**config.mk**
```make
export PLATFORM = sky130hd
export DESIGN_NAME = mdResult_flat
export DESIGN_NICKNAME = d
export VERILOG_FILES = /design/src/mdPkg.sv /design/src/mdIf.sv /design/src/mdResult.sv /design/src/flat_wrapper.sv
export SDC_FILE = /design/constraint.sdc
export NUM_CORES = 1
export LEC_CHECK = 0
export ABC_CLOCK_PERIOD_IN_PS = 3000
export BUFFER_PORTS_ARGS = -buffer_cell sky130_fd_sc_hd__buf_2
export CORE_MARGIN = 3
export CORE_UTILIZATION = 52
export DETAILED_ROUTE_END_ITERATION = 7
export PLACE_DENSITY = 0.8
export SLEW_MARGIN = 20
export SYNTH_ARGS = -nofsm -noshare
export SYNTH_HDL_FRONTEND = slang
export SYNTH_SLANG_ARGS = --single-unit
```
**constraint.sdc**
```tcl
create_clock -name clk -period 3 [get_ports clk]
set_clock_uncertainty 0.05 [all_clocks]
set_input_delay 0.45 -clock clk [delete_from_list [all_inputs] [get_ports clk]]
set_output_delay 0.45 -clock clk [all_outputs]
set_load 0.03 [all_outputs]
```
**src/mdPkg.sv**
```systemverilog
/*
 * Multiply/divide unit shared definitions
 * Register width, decoded operations, MIPS function codes and divider sequencing
 */
package mdPkg;

    localparam int dataW = 32;

    // Decoded operation carried from decode to execute
    typedef enum logic [2:0] {
        opMult,
        opMultu,
        opDiv,
        opDivu,
        opMthi,
        opMtlo,
        opMfhi,
        opMflo
    } mdOp;

    // SPECIAL function field encodings
    localparam logic [5:0] functMfhi  = 6'h10;
    localparam logic [5:0] functMthi  = 6'h11;
    localparam logic [5:0] functMflo  = 6'h12;
    localparam logic [5:0] functMtlo  = 6'h13;
    localparam logic [5:0] functMult  = 6'h18;
    localparam logic [5:0] functMultu = 6'h19;
    localparam logic [5:0] functDiv   = 6'h1A;
    localparam logic [5:0] functDivu  = 6'h1B;

    localparam int divCycles = 32;                  // One quotient bit per step
    localparam int divCntW   = $clog2(divCycles);

    typedef enum logic [1:0] {
        divIdle,
        divZero,
        divRun,
        divFix
    } divState;

endpackage
```
**src/mdIf.sv**
```systemverilog
/*
 * Internal buses of the multiply/divide unit
 * mdOpIf carries a decoded operation, mdWbIf a HI/LO write or read beat
 */


interface mdWbIf;
    import mdPkg::*;

    logic             valid;
    logic             ready;
    logic             wrHi;
    logic             wrLo;
    logic [dataW-1:0] hi;
    logic [dataW-1:0] lo;
    logic             rd;
    logic             rdHi;     // Read selects HI when set, else LO

    modport source (output valid, wrHi, wrLo, hi, lo, rd, rdHi, input ready);
    modport sink   (input valid, wrHi, wrLo, hi, lo, rd, rdHi, output ready);
endinterface

```
**src/mdResult.sv**
```systemverilog
/*
 * Multiply/divide result stage
 * Architectural HI/LO registers and the registered read response
 */
`timescale 1ns/1ps

module mdResult (
    input  logic                    clk,
    input  logic                    rst,
    mdWbIf.sink                     wb,
    output logic                    outValid,
    input  logic                    outReady,
    output logic [mdPkg::dataW-1:0] outData
);
    import mdPkg::*;

    logic [dataW-1:0] hiReg;
    logic [dataW-1:0] loReg;
    logic             wbFire;

    // Only a read can be blocked, and only by a response still waiting
    assign wb.ready = !(outValid && !outReady && wb.valid && wb.rd);
    assign wbFire   = wb.valid && wb.ready;

    always_ff @(posedge clk or posedge rst) begin
        if (rst) begin
            hiReg    <= '0;
            loReg    <= '0;
            outValid <= 1'b0;
        end else begin
            if (wbFire && wb.wrHi) begin
                hiReg <= wb.hi;
            end
            if (wbFire && wb.wrLo) begin
                loReg <= wb.lo;
            end
            if (wbFire && wb.rd) begin
                outValid <= 1'b1;
            end else if (outReady) begin
                outValid <= 1'b0;
            end
        end
    end

    always_ff @(posedge clk) begin
        if (wbFire && wb.rd) begin
            outData <= wb.rdHi ? hiReg : loReg;
        end
    end

    // A read beat never carries a register write
    readNoWrite: assert property (@(posedge clk) disable iff (rst)
        wb.valid && wb.rd |-> !wb.wrHi && !wb.wrLo);

endmodule

```
**src/flat_wrapper.sv**
```systemverilog
// flat-port wrapper written by rule: the top's interface ports become plain ports
module mdResult_flat import mdPkg::*;
  (clk, rst, outValid, outReady, outData, wb_valid, wb_wrHi, wb_wrLo, wb_hi, wb_lo, wb_rd, wb_rdHi, wb_ready);
  mdWbIf wb_i ();
  input  logic clk;
  input  logic rst;
  output logic outValid;
  input  logic outReady;
  output logic [mdPkg::dataW-1:0] outData;
  input wire logic [$bits(wb_i.valid)-1:0] wb_valid;
  input wire logic [$bits(wb_i.wrHi)-1:0] wb_wrHi;
  input wire logic [$bits(wb_i.wrLo)-1:0] wb_wrLo;
  input wire logic [$bits(wb_i.hi)-1:0] wb_hi;
  input wire logic [$bits(wb_i.lo)-1:0] wb_lo;
  input wire logic [$bits(wb_i.rd)-1:0] wb_rd;
  input wire logic [$bits(wb_i.rdHi)-1:0] wb_rdHi;
  output wire logic [$bits(wb_i.ready)-1:0] wb_ready;
  assign wb_i.valid = wb_valid;
  assign wb_i.wrHi = wb_wrHi;
  assign wb_i.wrLo = wb_wrLo;
  assign wb_i.hi = wb_hi;
  assign wb_i.lo = wb_lo;
  assign wb_i.rd = wb_rd;
  assign wb_i.rdHi = wb_rdHi;
  assign wb_ready = wb_i.ready;
  mdResult u_core (.clk(clk), .rst(rst), .wb(wb_i), .outValid(outValid), .outReady(outReady), .outData(outData));
endmodule
```
== Word level (Yosys, flattened, before mapping) ==
Cells that the tools add are included.
W data, S select, Z words.

* Register bits after elaboration: 97
* Input bits: 72
* Output and inout bits: 34
* Word-level logic and storage cells: 17

* Muxes and demuxes: 3
* Reductions and logical operators: 10

{| class="wikitable"
|+ Operators by type and width
! cell !! count
|-
| $mux W32 || 1
|-
| $logic_and A1 B1 Y1 || 7
|-
| $logic_not A1 Y1 || 2
|-
| $mux W1 || 2
|-
| $reduce_bool A2 Y1 || 1
|}

== Logic depth before layout (Yosys ltp) ==
* Word-level depth: 8
* Mapped depth: 4
* Depth with buffers taken out: 3

== Worst setup path after synthesis ==
OpenSTA, ideal clock, no wires.

* Path type: reg2reg
* Start: reg u_core.outValid
* End: reg u_core.outData[0] in the netlist's numbering, enable pin
* Library setup time: 0.421 ns
* Arrival: 2.051 ns
* Data required time: 2.529 ns
* Path slack: 0.478 ns
* Cell stages (with the launch flop): 3
* Path buffers: 0
* Period minus slack after synthesis: 2.522 ns
* Cell sequence: dfrtp_1 nor2b_4 nor2_1

* Cells in the longest elaborated chain, start to end: 6

{| class="wikitable"
|+ RTL lines
! item !! RTL line !! RTL
|-
| start: declaration || mdResult.sv:11 || <nowiki>output logic outValid,</nowiki>
|-
| start signal: assignment || mdResult.sv:29 || <nowiki>outValid <= 1'b0;</nowiki>
|-
| start signal: assignment || mdResult.sv:38 || <nowiki>outValid <= 1'b1;</nowiki>
|-
| start signal: assignment || mdResult.sv:40 || <nowiki>outValid <= 1'b0;</nowiki>
|-
| $logic_and A1 B1 Y1 (3 in series) || mdResult.sv:22 || <nowiki>assign wb.ready = !(outValid && !outReady && wb.valid && wb.rd);</nowiki>
|-
| $logic_not A1 Y1 || mdResult.sv:22 ||
|-
| $logic_and A1 B1 Y1 || mdResult.sv:23 || <nowiki>assign wbFire = wb.valid && wb.ready;</nowiki>
|-
| $logic_and A1 B1 Y1 || mdResult.sv:46 || <nowiki>if (wbFire && wb.rd) begin</nowiki>
|-
| end signal: assignment || mdResult.sv:47 || <nowiki>outData <= wb.rdHi ? hiReg : loReg;</nowiki>
|-
| end: declaration || mdResult.sv:13 || <nowiki>output logic [mdPkg::dataW-1:0] outData</nowiki>
|}

No other way between the ends.
A chain may end at the register's enable or synchronous reset.

== Worst setup path after layout ==
* Start: reg u_core.outValid
* End: reg u_core.hiReg[28]

* Cells in the longest elaborated chain, start to end: 6

{| class="wikitable"
|+ RTL lines
! item !! RTL line !! RTL
|-
| $logic_and A1 B1 Y1 (3 in series) || mdResult.sv:22 ||
|-
| $logic_not A1 Y1 || mdResult.sv:22 ||
|-
| $logic_and A1 B1 Y1 || mdResult.sv:23 ||
|-
| $logic_and A1 B1 Y1 || mdResult.sv:31 || <nowiki>if (wbFire && wb.wrHi) begin</nowiki>
|-
| end signal: assignment || mdResult.sv:32 || <nowiki>hiReg <= wb.hi;</nowiki>
|-
| end: declaration || mdResult.sv:17 || <nowiki>logic [dataW-1:0] hiReg;</nowiki>
|}

No other way between the ends.

==> results by group <==
Timing
  – Slew Viols, Final: 0
  – Max transition margin: 46.3%
  – Setup violators final: 0
  – Period utilisation layout: 63.9%
  – Setup TNS: 0 ps
  – Hold WS: 168 ps
  – Final Hold Fails: 0
  – Final Critical Period: 1920 ps
  – Fmax: 0.522 GHz
  – RSZ-0062 raised after global routing: no
  – Worst Tran Pin Value: 806 ps

Clock network
  – TritonCTS clock tree: built
  – Num CTS Buffers: 9
  – CTS Hold Buffers Added: 0
  – Setup bufs post-CTS: 0
  – Max clock buf depth: 2
  – Root Buffer Master: clkbuf_8
  – Post-CTS sizing: 0
  – CTS H-tree lvls: 3
  – Sink Count: 97
  – CTS clk-pin slew, worst paths: 100 ps
  – Clock latency on the worst-skew pair: 340 ps

Synthesis
  – Post-Synthesis Cells: 213
  – Mapped cell area: 4060 um^2
  – Warning count from the yosys run: 0
  – EDFF count, synth: 32
  – Mapped Nets: 285
  – Synth unique cells: 15
  – #FFs+latches synth: 97
  – Ys flop type: dfrtp_1
  – Syn_area_per_cell: 19.0 um^2
  – Register area share after synthesis: 63.8%
  – Post-synth ARST share: 67.0%

Power and ir drop
  – Reg power frac: 54.5%
  – Clk pwr share: 27.6%
  – Comb pwr share: 17.9%
  – P_int: 2310 uW
  – P_sw: 741 uW
  – Total power: 3050 uW
  – Leak: 0.00222 uW
  – Maximum VDD drop: 0.509 mV
  – Switching part of the total power: 24.3%
  – PwrDens: 625 nW/um^2

Worst setup path
  – Reg2reg start: u_core.outValid
  – Crit path launch type: flip-flop
  – Crit Path Category: reg2reg
  – Critical path startpoint: u_core.outValid
  – CP max FO: 19
  – Critical Path RT: 3170 ps
  – Worst EP arrival: 2090 ps
  – CP Capture Type: flip-flop

Status
  – Run status: completed

Finish
  – Fill count: 533
  – Most common cell after layout, fill and taps aside: buf_2
  – Finished Core Util: 65.9%
  – Most frequent cells in the layout: buf_2 (105), dfrtp_1 (65), mux2_4 (60), mux2_2 (34), edfxtp_1 (32)
  – Storage cell area: 2590 um^2
  – Nets: 396
  – Final Cell Area: 4880 um^2
  – Area of the multi-input gates: 1390 um^2
  – Layout area overhead: 20.3%
  – Share of layout cells above drive strength 1: 68.4%
  – Antenna cells: 0

Placed design
  – Post-detail-place hpwl: 5150 um
  – Gpl congestion: 0.723
  – PortBufs: 105
  – DP Area: 4680 um^2

Global route
  – Total GRT Usage: 18.0%
  – Initial antenna violation count: 0
  – Vias in the first global route: 2360
  – Grt ovf: 0
  – Largest net degree at the start of global routing: 35
  – First-pass GRT wire length: 11900 um

Die
  – Die ar.: 8900 um^2
  – Io pins: 106
  – Core area: 7410 um^2
  – Die X-Extent: 94.3 um
  – Site row count: 31
  – Initial Utilization: 54.8%
  – Die H: 94.3 um

Detailed routing
  – TritonRoute pass-1 iters: 4
  – Drt total wl: 7500 um
  – Final ANT Viol Nets: 0
  – Vias/cell: 4.97
  – Avg WL per Cell: 17.5 um
  – Post-route DRC violation count: 0
  – Drt initial violations: 59
  – Via count: 2128

Min path
  – Worst min-delay path class: in2async

Run
  – MaxCap Viol Count: 0
final timing paths:
| check | depth (start not counted) | slack, ps | endpoint |
|---|---|---|---|
| worst max register to register | 4 | 1080 | u_core.hiReg[28] |
| min in group clk | 2 | 280 | u_core.loReg[25] |
| worst min register to register | 1 | 460 | u_core.hiReg[28] |
| worst min-delay path | 2 | 170 | u_core.hiReg[12] |
| worst max-delay path | 4 | 1080 | u_core.hiReg[28] |
| max in group asynchronous | 3 | 1910 | u_core.loReg[17] |
layer usage:
| metal | track usage, % | part of all wire (%) | vias up |
|---|---|---|---|
| met3 | 4.57 | 4.9 | 10 |
| li1 | - | - | 993 |
| met5 | 0 | 0 | - |
| met1 | 23.7 | 43 | 1065 |
| met2 | 29.8 | 51 | 60 |
| met4 | 4.93 | 1.4 | 0 |
power by group through the flow:
stage	Sequential [uW]	Combinational (uW)	Clock, uW
after floorplan	1720	362	0
after global placement	1680	536	0
after detailed placement	1690	553	0
after CTS	1660	554	862
after global routing	1680	585	932
final	1660	545	842
area by class of cell:
cell class	count	area share [%]
Sequential cell	97	53.0
Timing Repair Buffer	110	11.8
Clock buffer	10	2.82
Multi-Input combinational cell	105	28.4
Tap cell	99	2.54
Clock inverter	6	1.33
Inverter	1	0.0769
critical path: stages, from the launching register on:
cell and delay [ps]:
dfrtp_1 380, nor2b_4 160, a21oi_4 560, buf_12 280
mux2_2 350
kinds of logic after synthesis:
| logic type | after synthesis | synth area share (%) |
|---|---|---|
| flops | 97 | 63.8 |
| mux | 96 | 32.2 |
| buf+inv | 11 | 2.22 |
| simple gates | 7 | 0.987 |
| compound gates | 2 | 0.802 |
cell usage after synthesis, types with 2 or more instances:
cell      number  area [um^2]
buf_2          3         15.0
dfrtp_1       65         1630
edfxtp_1      32          961
nand2_1        3         11.3
mux2_4        60          901
a21oi_4        2         32.5
buf_6          6         67.6
mux2_1         2         22.5
mux2_2        34          383
registers in the layout, indices dropped and copies added (netlist names):
signal,count
u_core.hiReg,32
u_core.outValid,1
u_core.outData,32
u_core.loReg,32
through the flow:
stage	instances	setup slack (ps)
finish	428	1080
global route	428	988
CTS	428	1060
detailed placement	412	977
global placement	412	1020
floorplan	213	478
No activity file was read; power rests on OpenSTA's default activity.
