<file path="config.mk">
export PLATFORM = sky130hd
export DESIGN_NAME = mdDecode_flat
export DESIGN_NICKNAME = d
export VERILOG_FILES = /design/src/mdPkg.sv /design/src/mdIf.sv /design/src/mdDecode.sv /design/src/flat_wrapper.sv
export SDC_FILE = /design/constraint.sdc
export NUM_CORES = 1
export LEC_CHECK = 0
export BUFFER_PORTS_ARGS = -buffer_cell sky130_fd_sc_hd__buf_2
export CORE_MARGIN = 8
export CORE_UTILIZATION = 44
export CTS_CLUSTER_DIAMETER = 80
export DETAILED_ROUTE_END_ITERATION = 7
export PLACE_DENSITY = 0.81
export SYNTH_ARGS = -nofsm -noshare
export SYNTH_HDL_FRONTEND = slang
export SYNTH_SLANG_ARGS = --single-unit
</file>
<file path="constraint.sdc">
create_clock -name clk -period 6.8 [get_ports clk]
set_clock_uncertainty 0.2 [all_clocks]
set_input_delay 1.36 -clock clk [delete_from_list [all_inputs] [get_ports clk]]
set_output_delay 1.36 -clock clk [all_outputs]
set_load 0.01 [all_outputs]
</file>
<file path="src/mdPkg.sv">
/*
 * Multiply/divide unit shared definitions
 * Register width, decoded operations, MIPS function codes and divider sequencing
 */
package mdPkg;

    localparam int dataW = 32;

    // Decoded operation carried from decode to execute
    typedef enum logic [2:0] {
        opMult,
        opMultu,
        opDiv,
        opDivu,
        opMthi,
        opMtlo,
        opMfhi,
        opMflo
    } mdOp;

    // SPECIAL function field encodings
    localparam logic [5:0] functMfhi  = 6'h10;
    localparam logic [5:0] functMthi  = 6'h11;
    localparam logic [5:0] functMflo  = 6'h12;
    localparam logic [5:0] functMtlo  = 6'h13;
    localparam logic [5:0] functMult  = 6'h18;
    localparam logic [5:0] functMultu = 6'h19;
    localparam logic [5:0] functDiv   = 6'h1A;
    localparam logic [5:0] functDivu  = 6'h1B;

    localparam int divCycles = 32;                  // One quotient bit per step
    localparam int divCntW   = $clog2(divCycles);

    typedef enum logic [1:0] {
        divIdle,
        divZero,
        divRun,
        divFix
    } divState;

endpackage
</file>
<file path="src/mdIf.sv">
/*
 * Internal buses of the multiply/divide unit
 * mdOpIf carries a decoded operation, mdWbIf a HI/LO write or read beat
 */
`timescale 1ns/1ps

interface mdOpIf;
    import mdPkg::*;

    logic             valid;
    logic             ready;
    mdOp              op;
    logic [dataW-1:0] a;
    logic [dataW-1:0] b;

    modport source (output valid, op, a, b, input ready);
    modport sink   (input valid, op, a, b, output ready);
endinterface


</file>
<file path="src/mdDecode.sv">
/*
 * Multiply/divide decode stage
 * One-entry input register that maps the function code to an operation
 */
`timescale 1ns/1ps

module mdDecode (
    input  logic                    clk,
    input  logic                    rst,
    input  logic                    flush,
    input  logic                    inValid,
    output logic                    inReady,
    input  logic [5:0]              funct,
    input  logic [mdPkg::dataW-1:0] rs,
    input  logic [mdPkg::dataW-1:0] rt,
    mdOpIf.source                   op
);
    import mdPkg::*;

    mdOp  decOp;
    logic known;
    logic accept;

    always_comb begin
        known = 1'b1;
        decOp = opMult;
        case (funct)
            functMult:  decOp = opMult;
            functMultu: decOp = opMultu;
            functDiv:   decOp = opDiv;
            functDivu:  decOp = opDivu;
            functMthi:  decOp = opMthi;
            functMtlo:  decOp = opMtlo;
            functMfhi:  decOp = opMfhi;
            functMflo:  decOp = opMflo;
            default:    known = 1'b0;   // Taken and discarded
        endcase
    end

    assign inReady = !op.valid || op.ready;
    assign accept  = inValid && inReady;

    always_ff @(posedge clk or posedge rst) begin
        if (rst) begin
            op.valid <= 1'b0;
        end else if (accept) begin
            op.valid <= known;
        end else if (flush || op.ready) begin
            op.valid <= 1'b0;          // Drained or dropped
        end
    end

    always_ff @(posedge clk) begin
        if (accept) begin
            op.op <= decOp;
            op.a  <= rs;
            op.b  <= rt;
        end
    end

    // Upstream holds an offered instruction until it is taken
    inHold: assert property (@(posedge clk) disable iff (rst)
        inValid && !inReady |=> inValid && $stable(funct) && $stable(rs) && $stable(rt));

endmodule

</file>
<file path="src/flat_wrapper.sv">
// flat-port wrapper written by rule: the top's interface ports become plain ports
module mdDecode_flat import mdPkg::*;
  (clk, rst, flush, inValid, inReady, funct, rs, rt, op_valid, op_op, op_a, op_b, op_ready);
  mdOpIf op_i ();
  input  logic clk;
  input  logic rst;
  input  logic flush;
  input  logic inValid;
  output logic inReady;
  input  logic [5:0] funct;
  input  logic [mdPkg::dataW-1:0] rs;
  input  logic [mdPkg::dataW-1:0] rt;
  output wire logic [$bits(op_i.valid)-1:0] op_valid;
  output wire logic [$bits(op_i.op)-1:0] op_op;
  output wire logic [$bits(op_i.a)-1:0] op_a;
  output wire logic [$bits(op_i.b)-1:0] op_b;
  input wire logic [$bits(op_i.ready)-1:0] op_ready;
  assign op_valid = op_i.valid;
  assign op_op = op_i.op;
  assign op_a = op_i.a;
  assign op_b = op_i.b;
  assign op_i.ready = op_ready;
  mdDecode u_core (.clk(clk), .rst(rst), .flush(flush), .inValid(inValid), .inReady(inReady), .funct(funct), .rs(rs), .rt(rt), .op(op_i));
endmodule
</file>
Word-level counts from Yosys, hierarchy flattened

Index checks and enable logic that the tools add are counted.

Equality and inequality tests: 8
Mux-type cells: 4
Reduce and logical (&&, ||, !) cells: 6

Operator list:

| kind               | number |
|---|---|
| $eq 6x5->1 const B | 8 |
| $pmux 3 s7         | 1 |
| $reduce_or 8->1    | 1 |
| $mux 1             | 3 |
| $logic_or 1x1->1   | 2 |
| $reduce_bool 2->1  | 1 |
| $logic_and 1x1->1  | 1 |
| $logic_not 1->1    | 1 |

Bits in registers: 68
Input bits: 75
Word-level logic and storage cells: 22
Output and inout bits: 69

Depth between registers and ports, before layout

Gate-level depths: netlist of run 1.

Word-level depth: 4
Depth in mapped cells: 2
Depth with buffers taken out: 2

Worst setup path before layout of run 1

Ideal clock, no wire load.

Path kind: input to register
From: in op_ready
To: reg u_core.op.a[0] (enable)
Arrival: 3.168 ns
Path slack: 3.000 ns
Cell stages on the path: 2
Setup time: 0.432 ns
Buffers on the path: 0
Required time: 6.168 ns
Path through: nand2b_1 > and2_1

Word-level cells in the longest chain between the ends: 2

Ends and longest elaborated chain:

| what                 | line               | source |
|---|---|---|
| from (decl)          | flat_wrapper.sv:17 | `input wire logic [$bits(op_i.ready)-1:0] op_ready;` |
| $logic_or 1x1->1     | mdDecode.sv:40     | `assign inReady = !op.valid \|\| op.ready;` |
| $logic_and 1x1->1    | mdDecode.sv:41     | `assign accept = inValid && inReady;` |
| net u_core.accept    | mdDecode.sv:22     | `logic accept;` |
| to (signal assigned) | mdDecode.sv:56     | `op.a <= rs;` |
| to (decl)            | mdIf.sv:16         | `modport source (output valid, op, a, b, input ready);` |

The timed path passes the listed nets, and every way through them passes these cells.
A chain may end at the register's enable or synchronous reset.

Worst setup path in the final report of run 1

From: in op_ready
To: out inReady

Word-level cells in the longest chain between the ends: 1

Ends and longest elaborated chain:

| what             | line              | source |
|---|---|---|
| $logic_or 1x1->1 | mdDecode.sv:40    |  |
| to (decl)        | flat_wrapper.sv:9 | `output logic inReady;` |

Every way passes these cells.

==> key figures, run 1 <==
Outcome
  • Run status: completed

Floorplanning
  • Overall die width: ~85 um
  • Overall die height: 85.4 um
  • Number of top-level pins: ~140
  • Core area: 4690 um2
  • Initial cell density of the core: 0.452
  • Row count: 25
  • DIE AREA: 7300 um2

Timing
  • Period Utilization, post-route: 0.491
  • Post-Route Setup TNS: 0 ns
  • Final hold slack: 0.419 ns
  • Slew at the pin closest to its max-slew limit: 0.636 ns
  • Final-report setup violation count: 0
  • PnR worst setup slack: around 3.5 ns
  • Post-layout min period: 3.34 ns
  • Slew HR: 0.576
  • Unrepaired setup endpoints after global routing: no
  • Count of endpoints failing hold in the final timing report: 0
  • Fmax achieved: 299 MHz
  • Number of max-slew violations in the final report: 0

Global route
  • Largest net degree at the start of global routing: 53
  • Tot GR Track Use: 0.140
  • Antenna violations before repair: 0
  • Vias in the first global route: ~1500
  • Wire length of the first global-routing pass: 7.55 mm
  • Overflow left after global routing: 0

Job
  • Maximum Capacitance Violations: 0

Logic synthesis
  • Post-synthesis adder-cell area fraction: 0
  • Xor and xnor area share after synthesis: 0
  • Sequential share of the synthesized area: 0.960
  • Number of storage elements in the synthesis netlist: 68
  • Number of warnings issued by yosys: 0
  • Share of async-settable or async-resettable flops after synthesis: 0.0147
  • Leading post-synthesis cells by instance count: edfxtp_1, mux2i_1, nor2_1
  • Post-synth top flop: edfxtp_1
  • Mux cell area share after synthesis: 0.00943
  • Mean area per synthesized cell: approximately 27 um2
  • Cell type contributing the most total cell area after synthesis: edfxtp_1
  • Post-synthesis compound-gate area fraction: 0.00413
  • Instance count of the mapped netlist: 80
  • Number of synthesized flops with an enable pin: 67
  • Combinational family with the most area after synthesis: simple AND/OR/NAND/NOR gates
  • Mapped Nets: about 160
  • Netlist Area Pre-Place: about 2100 um2
  • Area fraction in and, or, nand and nor cells after synthesis: 0.0248
  • Leading cell types by total area after synthesis: edfxtp_1, dfrtp_1, mux2i_1
  • Library cell with the highest instance count after synthesis: edfxtp_1
  • Share of the synthesized area in the top cell type: 0.948
  • Yosys cell types: 12

Clock tree
  • Number of buffers added by the clock tree synthesis step: 9
  • Library cell used as clock root buffer: clkbuf_8
  • Number of cells upsized or downsized after cts: 0
  • CTS tree: yes
  • Insertion delay of the later-clocked pin in the worst-skew pair: roughly 0.32 ns
  • H-tree depth reported by CTS: 3
  • Clock slew seen by the registers of the worst setup and hold paths: roughly 0.06 ns
  • Clock sink count: 68
  • Maximum clock insertion buffer count: 2
  • Hold buffers post-CTS: 0
  • Number of buffers added for setup after CTS: 0

Critical path
  • Source of the worst register-to-register timing path: u_core.op.valid$_DFFE_PP0P_
  • Arrival time at the worst endpoint: 1.78 ns
  • Crit-path cells: buf_2 -> nand2b_1 -> buf_2
  • Crit path max-delay family: buffers and inverters
  • Worst path max stage delay: 0.17 ns
  • Worst-path maximum fanout: 3
  • Buffers & Inverters on Critical Path: 2
  • Internal reg-to-reg setup slack: approximately 4.7 ns
  • Critical R2R Capture: u_core.op.b[14]$_DFFE_PP_
  • Stages on worst setup path: 3
  • Worst-case reg-to-reg path depth: 3
  • Startpoint kind of the worst setup timing path: input port
  • Most repeated library cell on the critical path: buf_2
  • Setup crit end kind: output port
  • Required arrival time at the worst endpoint: 5.24 ns
  • Critical-path cell with the highest stage delay: nand2b_1
  • WS Path Type: in2out

Detailed routing
  • Post-route DRC: 0
  • 1st-iter DRT viols: 74
  • Routed wirelength normalized by instance count: 17.5 um
  • Ratio of routed vias to standard cells: about 4.5
  • Routed via count: 1333
  • Routed Wire Length: 5.15 mm
  • Number of optimization iterations in the first detailed-route pass: 4
  • ANT nets after route: 0

Power and ir drop
  • Power density over the cells: 279 nW/um2
  • Max IR drop VDD: approximately 0.00018 V
  • Tot Pwr: 0.865 mW
  • Leakage dissipation: 1.38 nW

Finish
  • Antenna diodes: 0
  • Final net count: 310
  • Reg area: 2040 um2
  • Total non-filler cell area in the finished layout: 3100 um2
  • Area of the multi-input gates: approximately 83 um2
  • Area growth from synthesis to layout: 45.9%
  • Fill cell instance count of the final layout: 348
  • Share of final-layout standard cells stronger than drive strength 1: 0.675

Hold path
  • Hold/Removal Path Class: reg2reg
  • Hold path depth: 2
  • Sink of the worst hold path: u_core.op.valid$_DFFE_PP0P_
  • HP Start: u_core.op.valid$_DFFE_PP0P_

Place
  • Cell Area, Placed: 2910 um2
  • GPL Wtd Cong: 0.735
  • Post-placement setup slack: 3.47 ns
  • Buffers on Ports: 143
  • Half-perimeter wire length of the detailed placement result: 4.10 mm
[metrics by stage]
step / utilization / instances
after floorplan: - / 80
after CTS: 0.660 / 294
final: 0.660 / 294
after global routing: 0.660 / 294
after detailed placement: 0.621 / 278
after global placement: 0.621 / 278
[cells in the final DEF (no fill, tap or decap)]
master and instances:
buf_2 143, edfxtp_1 67, clkbuf_8 9, clkinv_2 4, mux2i_1 2, nor2_1 2, clkinv_1 2, nand4bb_1 1
nand2b_1 1, or3b_4 1, nand2_1 1, or2_2 1, a21oi_2 1, and2_2 1, inv_1 1, bufinv_16 1
buf_4 1, dfrtp_1 1
[sequential cells by signal, indices dropped and copies added, names as in the netlist]
name,flops
u_core.op.a,32
u_core.op.b,32
u_core.op.op,3
u_core.op.valid,1
[worst max path at each step]
stage / from / endpoint / slack (ns)
final: op_ready / inReady / 3.46
after CTS: op_ready / inReady / 3.46
after detailed placement: op_ready / inReady / 3.47
after floorplan: op_ready / u_core.op.a[0]$_DFFE_PP_ / 3.00
after global routing: op_ready / inReady / 3.44
after global placement: op_ready / inReady / 3.47
[power by group]
group	internal, mW	switching, mW	leakage [nW]	total [mW]
logic	0.0316	0.0376	0.609	0.0692
clock network	0.164	0.137	0.0976	0.302
registers	0.489	0.00524	0.669	0.494
total	0.684	0.180	1.38	0.865
[per-layer routing]
layer,wire length (um),global-route usage,vias up
met2,2540,0.233,93
li1,-,-,626
met4,91,0.0812,0
met1,1760,0.127,604
met5,0,0,-
met3,762,0.0878,10
[final cells by class]
cell class	count	area share
clock buffer	9	0.0400
multi-input combinational	11	0.0267
timing repair buffer	144	0.234
tap	54	0.0218
sequential	68	0.658
inverter	1	0.00121
clock inverter	7	0.0186
[cells by family after synthesis]
family                 after synthesis
AOI/OAI and AO/OA                    1
buffers and inverters                1
DFF                                 68
muxes                                2
and+or+nand+nor                      8
[tightest hold or removal path, delay by kind of cell (launching register included)]
| family | cells | cell delay [ns] |
|---|---|---|
| flops | 1 | 0.35 |
| mux | 1 | 0.13 |
| simple gates | 1 | 0.10 |
Power figures use the tool's default switching activity.
==> run 2, diff against run 1 <==
- CORE_UTILIZATION: 44 -> 37
- PLACE_DENSITY: 0.81 -> 0.72
- clock period: 6.8 -> 2.8 ns (I/O delays scaled with it)
==> key figures, run 2 (synthesis gave the netlist of run 1 again) <==
Detailed routing
  • Routed via count: 1331
  • Post-route DRC: 0
  • Routed Wire Length: 5.41 mm
  • 1st-iter DRT viols: 27
  • Ratio of routed vias to standard cells: 4.23
  • Number of optimization iterations in the first detailed-route pass: 4
  • Routed wirelength normalized by instance count: 17.2 um
  • ANT nets after route: 0

Clock tree
  • CTS tree: yes
  • Number of buffers added by the clock tree synthesis step: 9
  • Clock slew seen by the registers of the worst setup and hold paths: 0.07 ns
  • Number of buffers added for setup after CTS: 0
  • Insertion delay of the later-clocked pin in the worst-skew pair: roughly 0.32 ns
  • Maximum clock insertion buffer count: 2
  • H-tree depth reported by CTS: 3
  • Number of cells upsized or downsized after cts: 0
  • Clock sink count: 68
  • Library cell used as clock root buffer: clkbuf_8

Finish
  • Total non-filler cell area in the finished layout: 3130 um2
  • Biggest registers after layout: u_core.op.a: 32 flops, u_core.op.b: 32 flops, u_core.op.op: 3 flops
  • Most frequent cells in the layout: buf_2, edfxtp_1, clkbuf_8, clkbuf_1
  • Area growth from synthesis to layout: 47.5%
  • Fill cell instance count of the final layout: 480
  • Share of final-layout standard cells stronger than drive strength 1: 0.669
  • Final cell count without fillers: 315
  • Most common cell after layout, fill and taps aside: buf_2
  • Final design utilization: 0.565
  • Final net count: 312

Timing
  • Period Utilization, post-route: 0.627
  • Slew HR: 0.697
  • Unrepaired setup endpoints after global routing: no
  • Fmax achieved: 569 MHz
  • Slew at the pin closest to its max-slew limit: 0.454 ns
  • Number of max-slew violations in the final report: 0
  • Final-report setup violation count: 0
  • Post-Route Setup TNS: 0 ns
  • Count of endpoints failing hold in the final timing report: 0
  • PnR worst setup slack: 1.04 ns
  • Post-layout min period: 1.76 ns
  • Final hold slack: roughly 0.2 ns

Power and ir drop
  • NetSw: 0.427 mW
  • Switching Share: 0.207
  • Max IR drop VDD: 0.000410 V
  • Leakage dissipation: 1.38 nW
  • Tot Pwr: 2.06 mW
  • Sequential share of power: 0.581
  • Power density over the cells: 659 nW/um2
  • Clk pwr share: 0.335
  • Internal power consumption: about 1.6 mW
  • Proportion of power drawn by combinational gates: 0.083

Floorplanning
  • DIE AREA: 8410 um2
  • Row count: 27
  • Core area: 5540 um2
  • Overall die width: 91.7 um
  • Number of top-level pins: 144
  • Initial cell density of the core: 0.383
  • Overall die height: approximately 92 um

Critical path
  • Startpoint kind of the worst setup timing path: input port
  • Worst path max stage delay: 0.18 ns
  • Most repeated library cell on the critical path: buf_2
  • Critical-path cell with the highest stage delay: nand2b_1
  • Required arrival time at the worst endpoint: 2.04 ns
  • Crit-path cells: buf_2 -> nand2b_1 -> buf_2
  • Crit path max-delay family: buffers and inverters
  • Setup crit end kind: output port
  • Worst-case reg-to-reg path depth: 3
  • Buffers & Inverters on Critical Path: 2
  • Source of the worst register-to-register timing path: u_core.op.valid$_DFFE_PP0P_
  • Internal reg-to-reg setup slack: 1.15 ns
  • Arrival time at the worst endpoint: 1.00 ns
  • Worst-path maximum fanout: 3
  • Critical R2R Capture: u_core.op.a[27]$_DFFE_PP_
  • WS Path Type: in2out

Global route
  • Overflow left after global routing: 0
  • Tot GR Track Use: 0.128
  • Vias in the first global route: 1571
  • Wire length of the first global-routing pass: 7.96 mm
  • Largest net degree at the start of global routing: 38
  • Antenna violations before repair: 3

Place
  • Post-placement setup slack: 0.845 ns
  • Cell count after placement: 297
  • GPL Wtd Cong: 0.705
  • Half-perimeter wire length of the detailed placement result: 4.33 mm
  • Buffers on Ports: around 140
  • Cell Area, Placed: 2940 um2

Hold path
  • Hold path depth: 1
  • Sink of the worst hold path: u_core.op.b[14]$_DFFE_PP_
  • HP Start: rt[14]
  • Hold/Removal Path Class: in2reg

Outcome
  • Run status: completed

Job
  • Maximum Capacitance Violations: 0
[run 2: changes by cell type in the layout (fill, tap and decap cells not counted)]
cell / change
clkbuf_1: +3
clkbuf_8: +2
clkinv_1: -2
clkinv_2: -2
buf_4: +1
bufinv_16: -1
diode_2: +1
dlygate4sd3_1: +1
[run 2: how the worst max path moves through the flow]
stage,depth (start not counted),start,end,slack (ns)
after global routing,2,u_core.op.valid$_DFFE_PP0P_,inReady,0.99
final,3,op_ready,inReady,1.04
after CTS,2,u_core.op.valid$_DFFE_PP0P_,inReady,1.02
after detailed placement,4,op_ready,u_core.op.b[5]$_DFFE_PP_,0.84
after global placement,4,op_ready,u_core.op.a[21]$_DFFE_PP_,0.87
after floorplan,2,op_ready,u_core.op.a[0]$_DFFE_PP_,0.53
[run 2: layout make-up]
type | instances | area, um2 | share of cell area
Clock buffer | 14 | 163 | 0.0520
Timing Repair Buffer | 146 | 741 | 0.237
Tap cell | 72 | 90.1 | 0.0288
Clock inverter | 2 | 10.0 | 0.00320
Multi-Input combinational cell | 11 | 82.6 | 0.0264
Antenna cell | 1 | 2.50 | 0.000800
Sequential cell | 68 | 2040 | 0.651
Inverter | 1 | 3.75 | 0.00120
[run 2: routing by layer]
metal | track usage | up-vias | part of all wire
met5 | 0 | - | 0.0057
met4 | 0.0779 | 4 | 0.017
met3 | 0.126 | 13 | 0.18
met2 | 0.193 | 98 | 0.47
met1 | 0.105 | 584 | 0.32
li1 | - | 632 | -
[run 2: power groups by stage]
| stage | clock [mW] | sequential, mW | combinational (mW) |
|---|---|---|---|
| after detailed placement | 0 | 1.22 | 0.175 |
| after global placement | 0 | 1.22 | 0.172 |
| after global routing | 0.753 | 1.20 | 0.187 |
| after floorplan | 0 | 1.26 | 0.0225 |
| after CTS | 0.719 | 1.20 | 0.176 |
| final | 0.691 | 1.20 | 0.172 |
[run 2: repair_timing]
item | in CTS | in global routing
hold buffers | 1 | 0
endpoints found under the hold margin | 1 | 0
setup endpoints to repair | 0 | 0
[run 2: worst reg2reg max path, delay by kind of cell (launching register included)]
family / cells / cell delay, ns
buf+inv: 1 / 0.39
flops: 1 / 0.38
simple gates: 2 / 0.30
==> run 3, diff against run 2 <==
- ABC_AREA: default -> 1
- CORE_UTILIZATION: 37 -> 41
- PLACE_DENSITY: 0.72 -> 0.76
- clock period: 2.8 -> 1.7 ns (I/O delays scaled with it)
==> key figures, run 3 <==
Timing
  • Slew at the pin closest to its max-slew limit: approximately 0.26 ns
  • Fmax achieved: between 600 and 700 MHz
  • Final-report setup violation count: 0
  • Count of endpoints failing hold in the final timing report: 0
  • Unrepaired setup endpoints after global routing: no
  • Post-layout min period: 1.52 ns
  • Period Utilization, post-route: 0.893
  • Slew HR: 0.824
  • Number of max-slew violations in the final report: 0
  • Final hold slack: 0.0535 ns

Logic synthesis
  • Post-synth top flop: edfxtp_1
  • Number of storage elements in the synthesis netlist: 68
  • Mapped Nets: about 170
  • Number of warnings issued by yosys: 0
  • Yosys cell types: 13
  • Instance count of the mapped netlist: 92
  • Number of synthesized flops with an enable pin: 67
  • Library cell with the highest instance count after synthesis: edfxtp_1
  • Share of async-settable or async-resettable flops after synthesis: 0.0147
  • Leading post-synthesis cells by instance count: edfxtp_1, nand3_1, inv_1, nor2_1, nand2_1
  • Sequential share of the synthesized area: 0.945
  • Netlist Area Pre-Place: 2150 um2
  • Leading cell types by total area after synthesis: edfxtp_1, nand3_1, dfrtp_1
  • Mean area per synthesized cell: 23.4 um2
  • Cell type contributing the most total cell area after synthesis: edfxtp_1
  • Share of the synthesized area in the top cell type: 0.934

Critical path
  • Worst path max stage delay: 0.44 ns
  • Worst-path maximum fanout: 3
  • Startpoint kind of the worst setup timing path: register
  • Arrival time at the worst endpoint: 0.98 ns
  • Setup crit end kind: output port
  • Crit path max-delay family: flip-flops
  • Buffers & Inverters on Critical Path: 1
  • Crit-path cells: nand2_2 -> buf_2
  • WS Path Type: reg2out
  • Required arrival time at the worst endpoint: about 1.2 ns
  • Critical-path cell with the highest stage delay: dfrtp_2

Finish
  • Area growth from synthesis to layout: 79.6%
  • Share of final-layout standard cells stronger than drive strength 1: 0.516
  • Most common cell after layout, fill and taps aside: buf_2
  • Final design utilization: 0.763
  • Most frequent cells in the layout: buf_2, edfxtp_1, dlygate4sd3_1, clkbuf_8, nand3_1
  • Biggest registers after layout: u_core.op.a: 32 flops, u_core.op.b: 32 flops, u_core.op.op: 3 flops
  • Final net count: 388
  • Total non-filler cell area in the finished layout: 3870 um2

Floorplanning
  • Initial cell density of the core: 0.425
  • Core area: 5070 um2
  • Row count: 26
  • Overall die height: 88.5 um
  • Number of top-level pins: 144
  • DIE AREA: 7830 um2
  • Overall die width: 88.5 um

Detailed routing
  • Post-route DRC: 0
  • Routed wirelength normalized by instance count: 17.1 um
  • Routed Wire Length: 6.65 mm
  • Routed via count: around 1700
  • 1st-iter DRT viols: 51
  • Number of optimization iterations in the first detailed-route pass: 4
  • ANT nets after route: 0
  • Ratio of routed vias to standard cells: between 4 and 5

Power and ir drop
  • Leakage dissipation: between 1.5 and 2 nW
  • Proportion of power drawn by combinational gates: 0.112
  • NetSw: 0.767 mW
  • Internal power consumption: 3.00 mW
  • Clk pwr share: 0.363
  • Switching Share: 0.203
  • Max IR drop VDD: 0.000756 V
  • Sequential share of power: 0.525
  • Power density over the cells: just under 1000 nW/um2

Global route
  • Wire length of the first global-routing pass: 9.55 mm
  • Largest net degree at the start of global routing: 38
  • Tot GR Track Use: 0.172
  • Antenna violations before repair: 0
  • Overflow left after global routing: 0
  • Vias in the first global route: 1911

Job
  • Maximum Capacitance Violations: 0

Clock tree
  • Insertion delay of the later-clocked pin in the worst-skew pair: 0.33 ns
  • Number of buffers added by the clock tree synthesis step: 9
  • Clock slew seen by the registers of the worst setup and hold paths: 0.07 ns
  • Library cell used as clock root buffer: clkbuf_8
  • H-tree depth reported by CTS: 3
  • Maximum clock insertion buffer count: 2
  • CTS tree: yes
  • Number of buffers added for setup after CTS: 0
  • Clock sink count: 68

Place
  • Cell Area, Placed: around 3000 um2
  • GPL Wtd Cong: 0.674
  • Half-perimeter wire length of the detailed placement result: 4.21 mm
  • Buffers on Ports: 143

Hold path
  • Hold/Removal Path Class: in2reg

Outcome
  • Run status: completed
-- run 3: changes by cell type after synthesis, moves of 2 or more --
cell / change
nand2_1: +2
inv_1: +3
nor2_1: +2
nand3_1: +6
mux2i_1: -2
-- run 3: cell families after synthesis --
| kind of cell | share of synthesized area |
|---|---|
| buffers and inverters | 0.00871 |
| AND/OR/NAND/NOR | 0.0424 |
| AO/OA/AOI/OAI | 0.00349 |
| flip-flops | 0.945 |
-- run 3: what timing repair did --
| action | 4_1_cts | 5_1_grt |
|---|---|---|
| gates resized for setup | 0 | 0 |
| hold buffers | 65 | 0 |
| endpoints found under the hold margin | 65 | 0 |
-- run 3: stage by stage --
stage	setup slack, ns	power, mW	std cells	TNS (ns)
after detailed placement	0.263	2.31	307	0
after global placement	0.270	2.30	307	0
final	0.181	3.77	389	0
after global routing	0.144	3.90	388	0
after CTS	0.176	3.79	388	0
after floorplan	-0.530	2.11	92	-35.86
-- run 3: worst paths after layout --
check | slack (ns) | end | cells after the start | from
max in group asynchronous | 1.02 | u_core.op.valid$_DFFE_PP0P_ | 3 | rst
min in group asynchronous | 0.18 | u_core.op.valid$_DFFE_PP0P_ | 3 | rst
worst max-delay path | 0.18 | inReady | 2 | u_core.op.valid$_DFFE_PP0P_
worst min register to register | 0.49 | u_core.op.valid$_DFFE_PP0P_ | 3 | u_core.op.valid$_DFFE_PP0P_
worst min-delay path | 0.05 | u_core.op.valid$_DFFE_PP0P_ | 3 | flush
worst max register to register | 0.27 | u_core.op.a[26]$_DFFE_PP_ | 2 | u_core.op.valid$_DFFE_PP0P_
-- run 3: power groups by stage --
stage                     Sequential, mW  Clock [mW]  Combinational, mW
final                               1.98        1.37              0.424
after global routing                1.99        1.46              0.453
after CTS                           1.97        1.39              0.421
after detailed placement            2.01           0              0.302
after global placement              2.01           0              0.294
after floorplan                     2.07           0             0.0421
-- run 3: metal layers --
metal	GRT usage	up-vias	part of all wire
li1	-	798	-
met2	0.314	92	0.54
met4	0.0845	0	0.016
met5	0	-	0
met1	0.146	800	0.33
met3	0.0938	11	0.12
-- run 3: worst register-to-register path, cell delays in order, from the launching register on --
cell,delay (ns)
dfrtp_2,0.44
a21boi_4,0.22
buf_12,0.24
-- run 3: cell type report --
cell class,instances,area [um2]
tap,70,87.6
fill,326,1200
antenna,1,2.50
sequential,68,2040
multi-input combinational,19,110
clock inverter,6,78.8
clock buffer,10,128
timing repair buffer,210,1410
inverter,5,18.8
